**config.mk**
```make
export PLATFORM = sky130hd
export DESIGN_NAME = cia_top
export DESIGN_NICKNAME = d
export VERILOG_FILES = /design/src/verilog/cia_reg_pkg.sv /design/src/verilog/cia_timer_pkg.sv /design/src/verilog/cia_bus_decode.sv /design/src/verilog/cia_interrupt_ctrl.sv /design/src/verilog/cia_io_ports.sv /design/src/verilog/cia_timers.sv /design/src/verilog/cia_top.sv
export VERILOG_INCLUDE_DIRS = /design/src /design/src/verilog
export SDC_FILE = /design/constraint.sdc
export NUM_CORES = 1
export LEC_CHECK = 0
export ABC_AREA = 1
export BUFFER_PORTS_ARGS = -buffer_cell sky130_fd_sc_hd__buf_2
export CORE_UTILIZATION = 42
export CTS_BUF_LIST = sky130_fd_sc_hd__clkbuf_4
export CTS_CLUSTER_SIZE = 40
export DETAILED_ROUTE_END_ITERATION = 10
export HOLD_SLACK_MARGIN = 0.15
export PLACE_DENSITY = 0.75
export SKIP_LAST_GASP = 1
export SLEW_MARGIN = 20
export SYNTH_ARGS = -nofsm -noshare
export SYNTH_HDL_FRONTEND = slang
export SYNTH_SLANG_ARGS = --single-unit
```
**constraint.sdc**
```tcl
create_clock -name CNT -period 1.77 [get_ports CNT]
set_input_delay 0.354 -clock CNT [delete_from_list [all_inputs] [get_ports CNT]]
set_output_delay 0.354 -clock CNT [all_outputs]
set_load 0.01 [all_outputs]
```
**src/verilog/cia_cfg.svh**
```systemverilog
/*
 * Width and count macros for the peripheral interface adapter.
 * Bus byte, register address, timer and interrupt source sizes.
 */

`ifndef CIA_CFG_SVH
`define CIA_CFG_SVH

// Bus and port byte.
`define CIA_DATA_W 8

// Register address, sixteen locations.
`define CIA_ADDR_W 4

// Interval timer counter and latch.
`define CIA_TIMER_W 16

// Interrupt sources held in the ICR.
`define CIA_IRQ_SRCS 5

`endif

```
**src/verilog/cia_reg_pkg.sv**
```systemverilog
/*
 * Register map of the adapter.
 * Address enumeration, bus byte type and interrupt flag bits.
 */

`include "cia_cfg.svh"

package cia_reg_pkg;

    typedef logic [`CIA_DATA_W-1:0] byte_t;

    typedef logic [`CIA_IRQ_SRCS-1:0] irq_bits_t;

    // Positions of the live sources inside irq_bits_t.
    localparam int IRQ_TA   = 0;
    localparam int IRQ_TB   = 1;
    localparam int IRQ_FLAG = 4;

    // Locations 8 to 12 held the clock and serial registers.
    typedef enum logic [`CIA_ADDR_W-1:0] {
        REG_PRA   = 4'h0,
        REG_PRB   = 4'h1,
        REG_DDRA  = 4'h2,
        REG_DDRB  = 4'h3,
        REG_TA_LO = 4'h4,
        REG_TA_HI = 4'h5,
        REG_TB_LO = 4'h6,
        REG_TB_HI = 4'h7,
        REG_RSV_8 = 4'h8,
        REG_RSV_9 = 4'h9,
        REG_RSV_A = 4'ha,
        REG_RSV_B = 4'hb,
        REG_RSV_C = 4'hc,
        REG_ICR   = 4'hd,
        REG_CRA   = 4'he,
        REG_CRB   = 4'hf
    } reg_addr_e;

endpackage

```
**src/verilog/cia_timer_pkg.sv**
```systemverilog
/*
 * Interval timer types.
 * Counter type and the control byte with its timer A and timer B views.
 */

`include "cia_cfg.svh"

package cia_timer_pkg;

    typedef logic [`CIA_TIMER_W-1:0] count_t;

    // Control register A layout.
    typedef struct packed {
        logic [2:0] rsvd_hi;
        logic       load;
        logic       oneshot;
        logic [1:0] rsvd_lo;
        logic       start;
    } cra_view_t;

    // Control register B adds the cascade select.
    typedef struct packed {
        logic       rsvd_7;
        logic       cnt_ta;
        logic       rsvd_5;
        logic       load;
        logic       oneshot;
        logic [1:0] rsvd_lo;
        logic       start;
    } crb_view_t;

    // One written byte, read as either control register.
    typedef union packed {
        cra_view_t ta;
        crb_view_t tb;
    } ctrl_u;

endpackage

```
**src/verilog/cia_bus_decode.sv**
```systemverilog
/*
 * Register bus decode.
 * Per-register write strobes, ICR read strobe, port B access flag
 * and the read data multiplexer.
 */

`timescale 1ns/1ps
`include "cia_cfg.svh"

module cia_bus_decode (
    input  logic                    CNT,
    input  logic                    RESET_n,
    input  logic                    cs,
    input  logic                    we,
    input  logic [`CIA_ADDR_W-1:0]  addr,
    input  cia_reg_pkg::byte_t      wdata,
    input  cia_reg_pkg::byte_t      pa_in,
    input  cia_reg_pkg::byte_t      pb_in,
    input  cia_reg_pkg::byte_t      ddra,
    input  cia_reg_pkg::byte_t      ddrb,
    input  cia_timer_pkg::count_t   ta_count,
    input  cia_timer_pkg::count_t   tb_count,
    input  cia_reg_pkg::byte_t      cra,
    input  cia_reg_pkg::byte_t      crb,
    input  cia_reg_pkg::byte_t      icr_read,
    output cia_reg_pkg::byte_t      rdata,
    output logic                    wr_pra,
    output logic                    wr_prb,
    output logic                    wr_ddra,
    output logic                    wr_ddrb,
    output logic                    wr_ta_lo,
    output logic                    wr_ta_hi,
    output logic                    wr_tb_lo,
    output logic                    wr_tb_hi,
    output logic                    wr_cra,
    output logic                    wr_crb,
    output logic                    wr_icr,
    output logic                    icr_rd,
    output logic                    prb_access
);

    cia_reg_pkg::reg_addr_e addr_e;
    logic                   wr;
    logic                   rd;

    assign addr_e = cia_reg_pkg::reg_addr_e'(addr);
    assign wr     = cs & we;
    assign rd     = cs & ~we;

    assign wr_pra   = wr && addr_e == cia_reg_pkg::REG_PRA;
    assign wr_prb   = wr && addr_e == cia_reg_pkg::REG_PRB;
    assign wr_ddra  = wr && addr_e == cia_reg_pkg::REG_DDRA;
    assign wr_ddrb  = wr && addr_e == cia_reg_pkg::REG_DDRB;
    assign wr_ta_lo = wr && addr_e == cia_reg_pkg::REG_TA_LO;
    assign wr_ta_hi = wr && addr_e == cia_reg_pkg::REG_TA_HI;
    assign wr_tb_lo = wr && addr_e == cia_reg_pkg::REG_TB_LO;
    assign wr_tb_hi = wr && addr_e == cia_reg_pkg::REG_TB_HI;
    assign wr_cra   = wr && addr_e == cia_reg_pkg::REG_CRA;
    assign wr_crb   = wr && addr_e == cia_reg_pkg::REG_CRB;

    // An ICR write naming no source bits leaves the mask as it is.
    assign wr_icr = wr && addr_e == cia_reg_pkg::REG_ICR && |wdata[`CIA_IRQ_SRCS-1:0];
    assign icr_rd = rd && addr_e == cia_reg_pkg::REG_ICR;

    // Port B read or write seen at the last edge, drives the PC pulse.
    always_ff @(posedge CNT or negedge RESET_n) begin
        if (!RESET_n) begin
            prb_access <= 1'b0;
        end else begin
            prb_access <= cs && addr_e == cia_reg_pkg::REG_PRB;
        end
    end

    always_comb begin
        case (addr_e)
            cia_reg_pkg::REG_PRA:   rdata = pa_in;
            cia_reg_pkg::REG_PRB:   rdata = pb_in;
            cia_reg_pkg::REG_DDRA:  rdata = ddra;
            cia_reg_pkg::REG_DDRB:  rdata = ddrb;
            cia_reg_pkg::REG_TA_LO: rdata = ta_count[`CIA_DATA_W-1:0];
            cia_reg_pkg::REG_TA_HI: rdata = ta_count[`CIA_TIMER_W-1:`CIA_DATA_W];
            cia_reg_pkg::REG_TB_LO: rdata = tb_count[`CIA_DATA_W-1:0];
            cia_reg_pkg::REG_TB_HI: rdata = tb_count[`CIA_TIMER_W-1:`CIA_DATA_W];
            cia_reg_pkg::REG_ICR:   rdata = icr_read;
            cia_reg_pkg::REG_CRA:   rdata = cra;
            cia_reg_pkg::REG_CRB:   rdata = crb;
            default:                rdata = '0;
        endcase
    end

endmodule

```
**src/verilog/cia_interrupt_ctrl.sv**
```systemverilog
/*
 * Interrupt control register.
 * Source mask, sticky flags with clear on read, and the IRQ output.
 */

`timescale 1ns/1ps
`include "cia_cfg.svh"

module cia_interrupt_ctrl (
    input  logic                CNT,
    input  logic                RESET_n,
    input  cia_reg_pkg::byte_t  wdata,
    input  logic                wr_icr,
    input  logic                icr_rd,
    input  logic                ta_underflow,
    input  logic                tb_underflow,
    input  logic                flag_fall,
    output cia_reg_pkg::byte_t  icr_read,
    output logic                irq_n
);

    cia_reg_pkg::irq_bits_t mask_q;
    cia_reg_pkg::irq_bits_t flags_q;
    cia_reg_pkg::irq_bits_t src;
    logic                   irq;

    // Bits 2 and 3 have no source left.
    always_comb begin
        src                         = '0;
        src[cia_reg_pkg::IRQ_TA]    = ta_underflow;
        src[cia_reg_pkg::IRQ_TB]    = tb_underflow;
        src[cia_reg_pkg::IRQ_FLAG]  = flag_fall;
    end

    always_ff @(posedge CNT or negedge RESET_n) begin
        if (!RESET_n) begin
            mask_q  <= '0;
            flags_q <= '0;
        end else begin
            // Bit 7 selects set or clear of the named mask bits.
            if (wr_icr && wdata[`CIA_DATA_W-1])
                mask_q <= mask_q | wdata[`CIA_IRQ_SRCS-1:0];
            else if (wr_icr)
                mask_q <= mask_q & ~wdata[`CIA_IRQ_SRCS-1:0];
            // A read keeps only what fires in the read cycle.
            flags_q <= icr_rd ? src : (flags_q | src);
        end
    end

    assign irq      = |(flags_q & mask_q);
    assign irq_n    = ~irq;
    assign icr_read = {irq, {(`CIA_DATA_W - `CIA_IRQ_SRCS - 1){1'b0}}, flags_q};

endmodule

```
**src/verilog/cia_io_ports.sv**
```systemverilog
/*
 * Parallel ports A and B.
 * Data and direction registers, PC strobe and FLAG falling edge detect.
 */

`timescale 1ns/1ps

module cia_io_ports (
    input  logic                CNT,
    input  logic                RESET_n,
    input  cia_reg_pkg::byte_t  wdata,
    input  logic                wr_pra,
    input  logic                wr_prb,
    input  logic                wr_ddra,
    input  logic                wr_ddrb,
    input  logic                prb_access,
    input  logic                flag_n,
    output cia_reg_pkg::byte_t  pa_out,
    output cia_reg_pkg::byte_t  pa_oe,
    output cia_reg_pkg::byte_t  pb_out,
    output cia_reg_pkg::byte_t  pb_oe,
    output cia_reg_pkg::byte_t  ddra,
    output cia_reg_pkg::byte_t  ddrb,
    output logic                pc_n,
    output logic                flag_fall
);

    cia_reg_pkg::byte_t pra_q;
    cia_reg_pkg::byte_t prb_q;
    logic               flag_n_q;

    always_ff @(posedge CNT or negedge RESET_n) begin
        if (!RESET_n) begin
            pra_q <= '0;
            prb_q <= '0;
            ddra  <= '0;
            ddrb  <= '0;
        end else begin
            if (wr_pra)
                pra_q <= wdata;
            if (wr_prb)
                prb_q <= wdata;
            if (wr_ddra)
                ddra <= wdata;
            if (wr_ddrb)
                ddrb <= wdata;
        end
    end

    // Each direction bit enables its own pin driver.
    assign pa_out = pra_q;
    assign pa_oe  = ddra;
    assign pb_out = prb_q;
    assign pb_oe  = ddrb;

    // Low for the single cycle after a port B access.
    assign pc_n = ~prb_access;

    // Starts high so a low FLAG at reset release is not an edge.
    always_ff @(posedge CNT or negedge RESET_n) begin
        if (!RESET_n)
            flag_n_q <= 1'b1;
        else
            flag_n_q <= flag_n;
    end

    assign flag_fall = flag_n_q & ~flag_n;

endmodule

```
**src/verilog/cia_timers.sv**
```systemverilog
/*
 * Interval timers A and B.
 * Latches, counters, control bits and the timer B cascade on A underflow.
 */

`timescale 1ns/1ps
`include "cia_cfg.svh"

module cia_timers (
    input  logic                    CNT,
    input  logic                    RESET_n,
    input  cia_reg_pkg::byte_t      wdata,
    input  logic                    wr_ta_lo,
    input  logic                    wr_ta_hi,
    input  logic                    wr_tb_lo,
    input  logic                    wr_tb_hi,
    input  logic                    wr_cra,
    input  logic                    wr_crb,
    output cia_timer_pkg::count_t   ta_count,
    output cia_timer_pkg::count_t   tb_count,
    output cia_reg_pkg::byte_t      cra,
    output cia_reg_pkg::byte_t      crb,
    output logic                    ta_underflow,
    output logic                    tb_underflow
);

    cia_timer_pkg::ctrl_u cr_w;
    cia_timer_pkg::ctrl_u cra_v;
    cia_timer_pkg::ctrl_u crb_v;
    logic [1:0] wr_lo, wr_hi, wr_cr;
    logic [1:0] cr_start, cr_oneshot, cr_load;
    logic [1:0] running, oneshot, zero, step, underflow;
    logic       tb_cascade;
    logic       tb_step;

    // Index 0 is timer A, index 1 is timer B.
    assign cr_w       = wdata;
    assign wr_lo      = {wr_tb_lo, wr_ta_lo};
    assign wr_hi      = {wr_tb_hi, wr_ta_hi};
    assign wr_cr      = {wr_crb, wr_cra};
    assign cr_start   = {cr_w.tb.start, cr_w.ta.start};
    assign cr_oneshot = {cr_w.tb.oneshot, cr_w.ta.oneshot};
    assign cr_load    = {cr_w.tb.load, cr_w.ta.load};

    // Timer B steps on every cycle, or only on A underflows in cascade mode.
    assign ta_underflow = running[0] & zero[0];
    assign tb_step      = running[1] & (~tb_cascade | ta_underflow);
    assign tb_underflow = tb_step & zero[1];
    assign step         = {tb_step, running[0]};
    assign underflow    = {tb_underflow, ta_underflow};

    always_ff @(posedge CNT or negedge RESET_n) begin
        if (!RESET_n)
            tb_cascade <= 1'b0;
        else if (wr_crb)
            tb_cascade <= cr_w.tb.cnt_ta;
    end

    for (genvar t = 0; t < 2; t++) begin : g_timer
        cia_timer_pkg::count_t count_q;
        cia_timer_pkg::count_t latch_q;
        logic                  running_q;
        logic                  oneshot_q;

        assign running[t] = running_q;
        assign oneshot[t] = oneshot_q;
        assign zero[t]    = count_q == '0;

        always_ff @(posedge CNT or negedge RESET_n) begin
            if (!RESET_n) begin
                latch_q <= '0;
            end else begin
                if (wr_lo[t])
                    latch_q[`CIA_DATA_W-1:0] <= wdata;
                if (wr_hi[t])
                    latch_q[`CIA_TIMER_W-1:`CIA_DATA_W] <= wdata;
            end
        end

        // Force load wins over a HI write, which wins over counting.
        always_ff @(posedge CNT or negedge RESET_n) begin
            if (!RESET_n)
                count_q <= '0;
            else if (wr_cr[t] && cr_load[t])
                count_q <= latch_q;
            else if (wr_hi[t] && !running_q)
                count_q <= {wdata, latch_q[`CIA_DATA_W-1:0]};
            else if (step[t])
                count_q <= underflow[t] ? latch_q : count_q - cia_timer_pkg::count_t'(1);
        end

        always_ff @(posedge CNT or negedge RESET_n) begin
            if (!RESET_n) begin
                running_q <= 1'b0;
                oneshot_q <= 1'b0;
            end else if (wr_cr[t]) begin
                running_q <= cr_start[t];
                oneshot_q <= cr_oneshot[t];
            end else if (underflow[t] && oneshot_q) begin
                running_q <= 1'b0;
            end
        end

        if (t == 0) begin : g_out_a
            assign ta_count = count_q;
        end else begin : g_out_b
            assign tb_count = count_q;
        end
    end

    // Load bits are strobes and read back as zero.
    always_comb begin
        cra_v            = '0;
        cra_v.ta.start   = running[0];
        cra_v.ta.oneshot = oneshot[0];
        crb_v            = '0;
        crb_v.tb.start   = running[1];
        crb_v.tb.oneshot = oneshot[1];
        crb_v.tb.cnt_ta  = tb_cascade;
    end

    assign cra = cra_v;
    assign crb = crb_v;

endmodule

```
**src/verilog/cia_top.sv**
```systemverilog
/*
 * Adapter top level.
 * Connects bus decode, I/O ports, interval timers and interrupt control.
 */

`timescale 1ns/1ps
`include "cia_cfg.svh"

module cia_top (
    input  logic                    CNT,
    input  logic                    RESET_n,
    input  logic                    cs,
    input  logic                    we,
    input  logic [`CIA_ADDR_W-1:0]  addr,
    input  cia_reg_pkg::byte_t      wdata,
    output cia_reg_pkg::byte_t      rdata,
    input  cia_reg_pkg::byte_t      pa_in,
    output cia_reg_pkg::byte_t      pa_out,
    output cia_reg_pkg::byte_t      pa_oe,
    input  cia_reg_pkg::byte_t      pb_in,
    output cia_reg_pkg::byte_t      pb_out,
    output cia_reg_pkg::byte_t      pb_oe,
    input  logic                    flag_n,
    output logic                    pc_n,
    output logic                    irq_n
);

    logic wr_pra, wr_prb, wr_ddra, wr_ddrb;
    logic wr_ta_lo, wr_ta_hi, wr_tb_lo, wr_tb_hi;
    logic wr_cra, wr_crb, wr_icr;
    logic icr_rd, prb_access;
    logic ta_underflow, tb_underflow, flag_fall;

    cia_reg_pkg::byte_t    ddra, ddrb, cra, crb, icr_read;
    cia_timer_pkg::count_t ta_count, tb_count;

    cia_bus_decode i_bus_decode (
        .CNT(CNT), .RESET_n(RESET_n), .cs(cs), .we(we), .addr(addr), .wdata(wdata),
        .pa_in(pa_in), .pb_in(pb_in), .ddra(ddra), .ddrb(ddrb),
        .ta_count(ta_count), .tb_count(tb_count), .cra(cra), .crb(crb),
        .icr_read(icr_read), .rdata(rdata),
        .wr_pra(wr_pra), .wr_prb(wr_prb), .wr_ddra(wr_ddra), .wr_ddrb(wr_ddrb),
        .wr_ta_lo(wr_ta_lo), .wr_ta_hi(wr_ta_hi), .wr_tb_lo(wr_tb_lo), .wr_tb_hi(wr_tb_hi),
        .wr_cra(wr_cra), .wr_crb(wr_crb), .wr_icr(wr_icr),
        .icr_rd(icr_rd), .prb_access(prb_access)
    );

    cia_io_ports i_io_ports (
        .CNT(CNT), .RESET_n(RESET_n), .wdata(wdata),
        .wr_pra(wr_pra), .wr_prb(wr_prb), .wr_ddra(wr_ddra), .wr_ddrb(wr_ddrb),
        .prb_access(prb_access), .flag_n(flag_n),
        .pa_out(pa_out), .pa_oe(pa_oe), .pb_out(pb_out), .pb_oe(pb_oe),
        .ddra(ddra), .ddrb(ddrb), .pc_n(pc_n), .flag_fall(flag_fall)
    );

    cia_timers i_timers (
        .CNT(CNT), .RESET_n(RESET_n), .wdata(wdata),
        .wr_ta_lo(wr_ta_lo), .wr_ta_hi(wr_ta_hi), .wr_tb_lo(wr_tb_lo), .wr_tb_hi(wr_tb_hi),
        .wr_cra(wr_cra), .wr_crb(wr_crb),
        .ta_count(ta_count), .tb_count(tb_count), .cra(cra), .crb(crb),
        .ta_underflow(ta_underflow), .tb_underflow(tb_underflow)
    );

    cia_interrupt_ctrl i_interrupt_ctrl (
        .CNT(CNT), .RESET_n(RESET_n), .wdata(wdata),
        .wr_icr(wr_icr), .icr_rd(icr_rd),
        .ta_underflow(ta_underflow), .tb_underflow(tb_underflow), .flag_fall(flag_fall),
        .icr_read(icr_read), .irq_n(irq_n)
    );

endmodule
```
After elaboration in Yosys (flattened, before gate mapping)
Cells that the tools add are included.

word-level totals
  register bits after elaboration = 113
  bits of input ports = 33
  output and inout port bits = 42
  logic and storage cells = 97

operators by class
  add/subtract/negate cells = 2
  eq/ne operators = 10
  mux-type cells = 16
  bitwise gates (word level) = 17
  reduce and logical (&&, ||, !) cells = 33

operators by type and width
  kind                                                number
  2-to-1 mux 16 bit                                   8
  one-hot mux 8 bit (11 select lines)                 1
  zero test 16 bit                                    2
  subtractor 16 x 1 -> 16 bit, second input constant  2
  logical AND 1 bit                                   21
  == test 4 x 3 -> 1 bit, second input constant       4
  2-to-1 mux 5 bit                                    3
  == test 4 bit, second input constant                3
  AND 5 bit                                           2
  OR 5 bit                                            2
  OR reduction 5 bit                                  2
  == test 4 x 2 -> 1 bit, second input constant       2
  AND 1 bit                                           6
  nonzero test 2 bit                                  3
  nonzero test 3 bit                                  2
  NOT 1 bit                                           5
  NOT 5 bit                                           1
  == test 4 x 1 -> 1 bit, second input constant       1
  zero test 4 bit                                     1
  2-to-1 mux 1 bit                                    4
  zero test 1 bit                                     2
  OR 1 bit                                            1

Longest topological paths before layout
  depth after elaboration = 9
  gate-level depth with buffers = 14
  mapped depth without buffers = 14

Hierarchy
A second synthesis with hierarchy kept.

second synthesis, totals
  cell total of the unflattened synthesis = 1018
  area total of the unflattened synthesis = 7035.5 µm²

by module, submodules not included
  module              instances  cells each  area each (µm²)  seq. area each (µm²)
  cia_timers          1          606         4299.1           1726.7
  cia_io_ports        1          156         1378.8           827.0
  cia_bus_decode      1          219         1056.0           25.0
  cia_interrupt_ctrl  1          37          301.5            150.1

Worst setup path before layout
Ideal clock, no wire load.

  path kind = reg2reg
  start point = register i_timers.g_timer[0].count_q[0] (netlist: i_timers.ta_count[0])
  end point = register i_timers.g_timer[1].count_q[14] (netlist: i_timers.tb_count[14])
  library setup time = 0.113 ns
  arrival time = 1.626 ns
  data required time = 1.657 ns
  setup slack = 0.030 ns
  cell stages (with the launch flop) = 15
  path buffers = 1
  period minus slack after synthesis = 1.740 ns
  cell sequence = dfrtp_1 inv_1 ha_1 inv_1 nor2_1 nand2_1 nor2_2 nand2_4 nand2_4 nand3_4 buf_2 nand3_1 nand3_1 nand2_1 inv_1

on the way
  cells in the longest elaborated chain, start to end = 9
  elaborated cells between the ends (all ways) = 10
  those cells by class = mux (4); bitwise (4); reduce/logical (2)

ends and longest elaborated chain
  item                    line              RTL
  from (decl)             cia_timers.sv:60  cia_timer_pkg::count_t count_q;
  from (signal assigned)  cia_timers.sv:85  count_q <= latch_q;
  from (signal assigned)  cia_timers.sv:87  count_q <= {wdata, latch_q[`CIA_DATA_W-1:0]};
  from (signal assigned)  cia_timers.sv:89  count_q <= underflow[t] ? latch_q : count_q - cia_timer_pkg::count_t'(1);
  zero test 16 bit (*)    cia_timers.sv:67  assign zero[t] = count_q == '0;
  AND 1 bit (*)           cia_timers.sv:46  assign ta_underflow = running[0] & zero[0];
  OR 1 bit (*)            cia_timers.sv:47  assign tb_step = running[1] & (~tb_cascade | ta_underflow);
  AND 1 bit (*)           cia_timers.sv:47
  AND 1 bit               cia_timers.sv:48  assign tb_underflow = tb_step & zero[1];
  2-to-1 mux 16 bit       cia_timers.sv:89
  2-to-1 mux 16 bit       cia_timers.sv:88  else if (step[t])
  2-to-1 mux 16 bit       cia_timers.sv:86  else if (wr_hi[t] && !running_q)
  2-to-1 mux 16 bit       cia_timers.sv:84  else if (wr_cr[t] && cr_load[t])
  to (signal assigned)    cia_timers.sv:85
  to (signal assigned)    cia_timers.sv:87
  to (signal assigned)    cia_timers.sv:89
  to (decl)               cia_timers.sv:60

Every way passes the cells marked *; elsewhere a longest branch is shown, timed or not. The select of a mux whose other input is x is not followed.
A chain may end at the register's enable or synchronous reset.

Worst setup path after layout
  start point = register i_interrupt_ctrl.flags_q[0]
  end point = output rdata[7]

on the way
  cells in the longest elaborated chain, start to end = 3

ends and longest elaborated chain
  item                                 line                      RTL
  from (decl)                          cia_interrupt_ctrl.sv:23  cia_reg_pkg::irq_bits_t flags_q;
  from (signal assigned)               cia_interrupt_ctrl.sv:46  flags_q <= icr_rd ? src : (flags_q | src);
  AND 5 bit                            cia_interrupt_ctrl.sv:50  assign irq = |(flags_q & mask_q);
  OR reduction 5 bit                   cia_interrupt_ctrl.sv:50
  one-hot mux 8 bit (11 select lines)  cia_bus_decode.sv:75      case (addr_e)
  to (decl)                            cia_top.sv:16             output cia_reg_pkg::byte_t rdata,

Every way passes these cells.

==> results.md <==
Pwr:
- The worst ir drop on vdd is around 1 mV.
- The static power due to leakage is 4.54 nW.
- The power density relative to cell area is ~1200 mW/mm2.

Drt:
- Wires add up to 22.6 mm.
- The number of search-and-repair iterations in the first detailed-routing pass is 5.
- After detailed routing, the average wire length per cell comes to 18.1 um.
- The remaining antenna violation count after routing is 0.
- The via count normalized by instance count is approximately 5.5.
- For this block, the initial DRC count from the detailed router was about 530.
- For this block, the via count after detailed routing is 6831.
- In the routed design, unresolved DRC markers number 0.

Yosys:
- The commonest cells after synthesis are nand2_1, dfrtp_1, nor2_1.
- nand2_1 is the most common cell in the netlist.
- Counting every net in the synthesized netlist gives 855.
- For this run, the leading register cell type out of synthesis is dfrtp_1.
- In this run, synthesis inferred 0 flip-flops with an integrated enable.
- The number of different library cells in the post-synthesis netlist is 42.
- The average size of a mapped cell is ~7.5 um2.
- The most area-hungry cell type in the Yosys netlist is dfrtp_1.
- The proportion of netlist area held by the largest area contributor is 0.441.
- The register bit total from synthesis is 109.
- For this run, the register share of the synthesized area comes to 0.446.
- Counting every instance in the synthesized netlist gives 818.
- In the post-synthesis netlist, the biggest area contributors are dfrtp_1, nand2_1, o21ai_0.
- The yosys synthesis warning count is 0.
- The fraction of registers with async set or reset after synthesis is 1.00.
- The synthesized cell area is about 0.0061 mm2.

Die:
- The number of rows created at floorplan is 43.
- The floorplan die width is roughly 120 um.
- From bottom edge to top edge, the die measures 123 um.
- The placeable core region is 0.0140 mm2.
- The floorplan step defined a die boundary enclosing 0.0151 mm2.
- The number of I/O pins is 75.
- The initial cell density of the core is 0.436.

Timing:
- The hold violation total from the final report came to 0.
- Setup violations remaining at the end of the flow were counted as 43.
- The shortest period the worst path allows is 2.15 ns.
- Once routing completed, OpenROAD measured the worst setup slack at -0.381 ns.
- Setup repair after global routing could not meet its margin everywhere.
- The relative max-transition margin is 0.683.
- The worst clock skew on the final layout is 0.0299 ns.
- At the pin with the least slew margin, the transition time is around 0.48 ns.
- Based on the critical path, the design can be clocked at up to 465 MHz.
- The max-slew violation count came to 0.
- Hold timing on the final database bottoms out at a slack of roughly 0.17 ns.
- The ratio of final minimum period to clock period is 1.22.

Hold path:
- The worst hold path belongs to the class in -> reg.

Status:
- The flow ran to the end, but the final reports show violations.
- The final reports fail on negative setup slack.

Clock network:
- The clock insertion delay at the later pin of the skew report is 0.51 ns.
- After clock tree synthesis, the clock-pin slew on the worst setup and hold paths is 0.17 ns.
- Counting the buffers created by CTS gives 9.
- The TritonCTS clock tree is built.
- In this run the deepest clock path goes through 2 buffers.
- The maximum level of the CTS H-tree is 3.
- The TritonCTS sink count is between 100 and 150.
- The clock tree root buffer cell is clkbuf_4.

Critical path:
- The largest single stage delay on the critical path is about 0.50 ns.
- The buffering stage count on the worst path with inverters included is 1.
- For the worst setup path, the data arrival time is 1.80 ns.
- STA puts the critical path data required time at 1.42 ns.
- Traced cell by cell, the critical path runs through a21oi_2 -> or2_4 -> nand4_1 -> buf_2.
- The critical path start-end classification is reg -> out.
- Among all stages on the critical path, the largest delay is contributed by dfrtp_1.
- The endpoint class of the critical path is an output port.
- The worst setup path is launched from a flip-flop.
- The maximum fanout along the worst path is 3.
- On the critical path the largest part of the delay comes from flip-flops.

Global route:
- The initial antenna violation count is 1.
- The maximum number of pins on one net before global-route repair is 52.
- Global routing finished with a remaining overflow of 0.
- The first global-routing pass estimated around 34 mm of wire.
- The number of global-route vias before repair was approximately 6.4k.
- For this run, the total global-route usage over all layers was measured as 0.304.

Place:
- The worst setup timing slack at the placement stage is -0.266 ns.
- After detailed placement, the total cell area comes to 0.00755 mm2.
- At the end of routability-driven placement, the weighted congestion stood at 0.948.
- The half-perimeter wire length of the detailed placement result is 15.5 mm.
- The quantity of I/O buffers inserted on ports is 74.

Flow run:
- The max-cap violation count is 0.

Final layout:
- The filler cell count is 1123.
- The multi-input combinational cells in the finished layout cover a total of between 0.003 and 0.004 mm2.
- The signed area change from the synthesized netlist to the final layout is 46.4%.
- The layout cell share with drive strength beyond 1 is 0.399.
- The sequential cell area in the final layout is 0.00273 mm2.
- The end-of-flow core utilization is 0.639.
- The number of nets at the end of the flow is around 1.1k.
- The finished cells cover 0.00897 mm2.
## stage by stage
stage / cells / setup TNS (ns) / power, mW
floorplan: 818 / 0 / 5.87
global placement: 1166 / -4.25 / 7.67
detailed placement: 1166 / -5.42 / 7.75
CTS: 1232 / -7.42 / 10.1
global route: 1245 / -10.63 / 11.4
finish: 1245 / -6.87 / 10.8
## sequential cells by signal (all words and copies together) (netlist names)
signal,count
i_io_ports.pa_out,8
i_timers.g_timer.running_q,2
i_timers.ta_count,16
i_timers.g_timer.latch_q,32
i_io_ports.pb_out,8
i_timers.tb_cascade,1
i_bus_decode.prb_access,1
i_interrupt_ctrl.flags_q,3
i_timers.tb_count,16
i_timers.g_timer.oneshot_q,2
i_io_ports.flag_n_q,1
i_io_ports.ddra,8
i_io_ports.ddrb,8
i_interrupt_ctrl.mask_q,3
## placed cells by master (no fill, tap or decap), types with 6 or more instances in the layout
cell	n
o21ai_1	39
nor2_4	14
inv_2	22
xor2_1	9
nand2_2	21
buf_4	130
nand2_4	12
dfrtp_1	108
buf_12	8
nand2_1	200
nor2_2	13
o21ai_2	10
a221oi_2	8
nand4_1	14
buf_6	31
inv_1	58
o21ai_0	61
o22ai_1	6
dlygate4sd3_1	6
nor2_1	66
nand3_1	40
a21oi_2	14
clkbuf_4	9
buf_2	70
a21oi_1	8
inv_4	6
nand3_2	18
o211ai_1	7
## power breakdown
part           switching (mW)  total [mW]  internal, mW  leakage [nW]
clock network           0.928        1.52         0.596        0.0932
registers               0.511        3.63          3.12          1.37
logic                    3.07        5.64          2.57          3.08
## what timing repair did
item	4_1_cts	5_1_grt
hold endpoints to repair	115	0
setup endpoints to repair	40	45
setup buffers	45	16
gates resized for setup	136	86
hold buffers	6	0
pin swaps	44	57
cloned	3	0
## worst register-to-register path, stage by stage, from the launching register on
cell and delay, ns:
dfrtp_1 0.44, buf_4 0.14, buf_4 0.15, nor2_4 0.11, nand2_2 0.08, nor2_4 0.15
nand2_4 0.11, nand2_8 0.10, buf_12 0.12, nand2_8 0.09, a21oi_1 0.18, nand2_1 0.11
nor2_2 0.13, nor2_1 0.06
## final timing paths
path,startpoint,end,slack [ns],cells after the start
worst min-delay path,wdata[0],i_timers.g_timer[1].latch_q[8],0.17,3
worst max register to register,i_timers.ta_count[2],i_timers.tb_count[10],-0.31,13
worst min register to register,i_timers.g_timer[0].latch_q[14],i_timers.g_timer[0].latch_q[14],0.51,2
min in group asynchronous,RESET_n,i_io_ports.ddrb[6],0.27,2
worst max-delay path,i_interrupt_ctrl.flags_q[0],rdata[7],-0.38,4
max in group asynchronous,RESET_n,i_timers.tb_count[10],0.88,3
## layer usage
| layer | global-route usage | vias to the layer above | wire length, um |
|---|---|---|---|
| met5 | 0 | - | 0 |
| met4 | 0.158 | 0 | 1160 |
| met3 | 0.0539 | 91 | 1930 |
| met2 | 0.467 | 350 | 10300 |
| met1 | 0.408 | 3211 | 9190 |
| li1 | - | 3179 | - |
## cell families after synthesis
kind of cell / share of synthesized area
simple gates: 0.301
compound gates: 0.154
buf+inv: 0.0762
flops: 0.446
xor+xnor: 0.0157
fa+ha+maj: 0.00817
## area by class of cell
cell class	instances	area share
clock buffer	9	0.00754
tap	180	0.0251
sequential	109	0.304
timing repair buffer	246	0.213
multi-input combinational	600	0.394
inverter	93	0.0440
clock inverter	7	0.0114
antenna	1	0.000279
(Power assumes the default switching activity.)
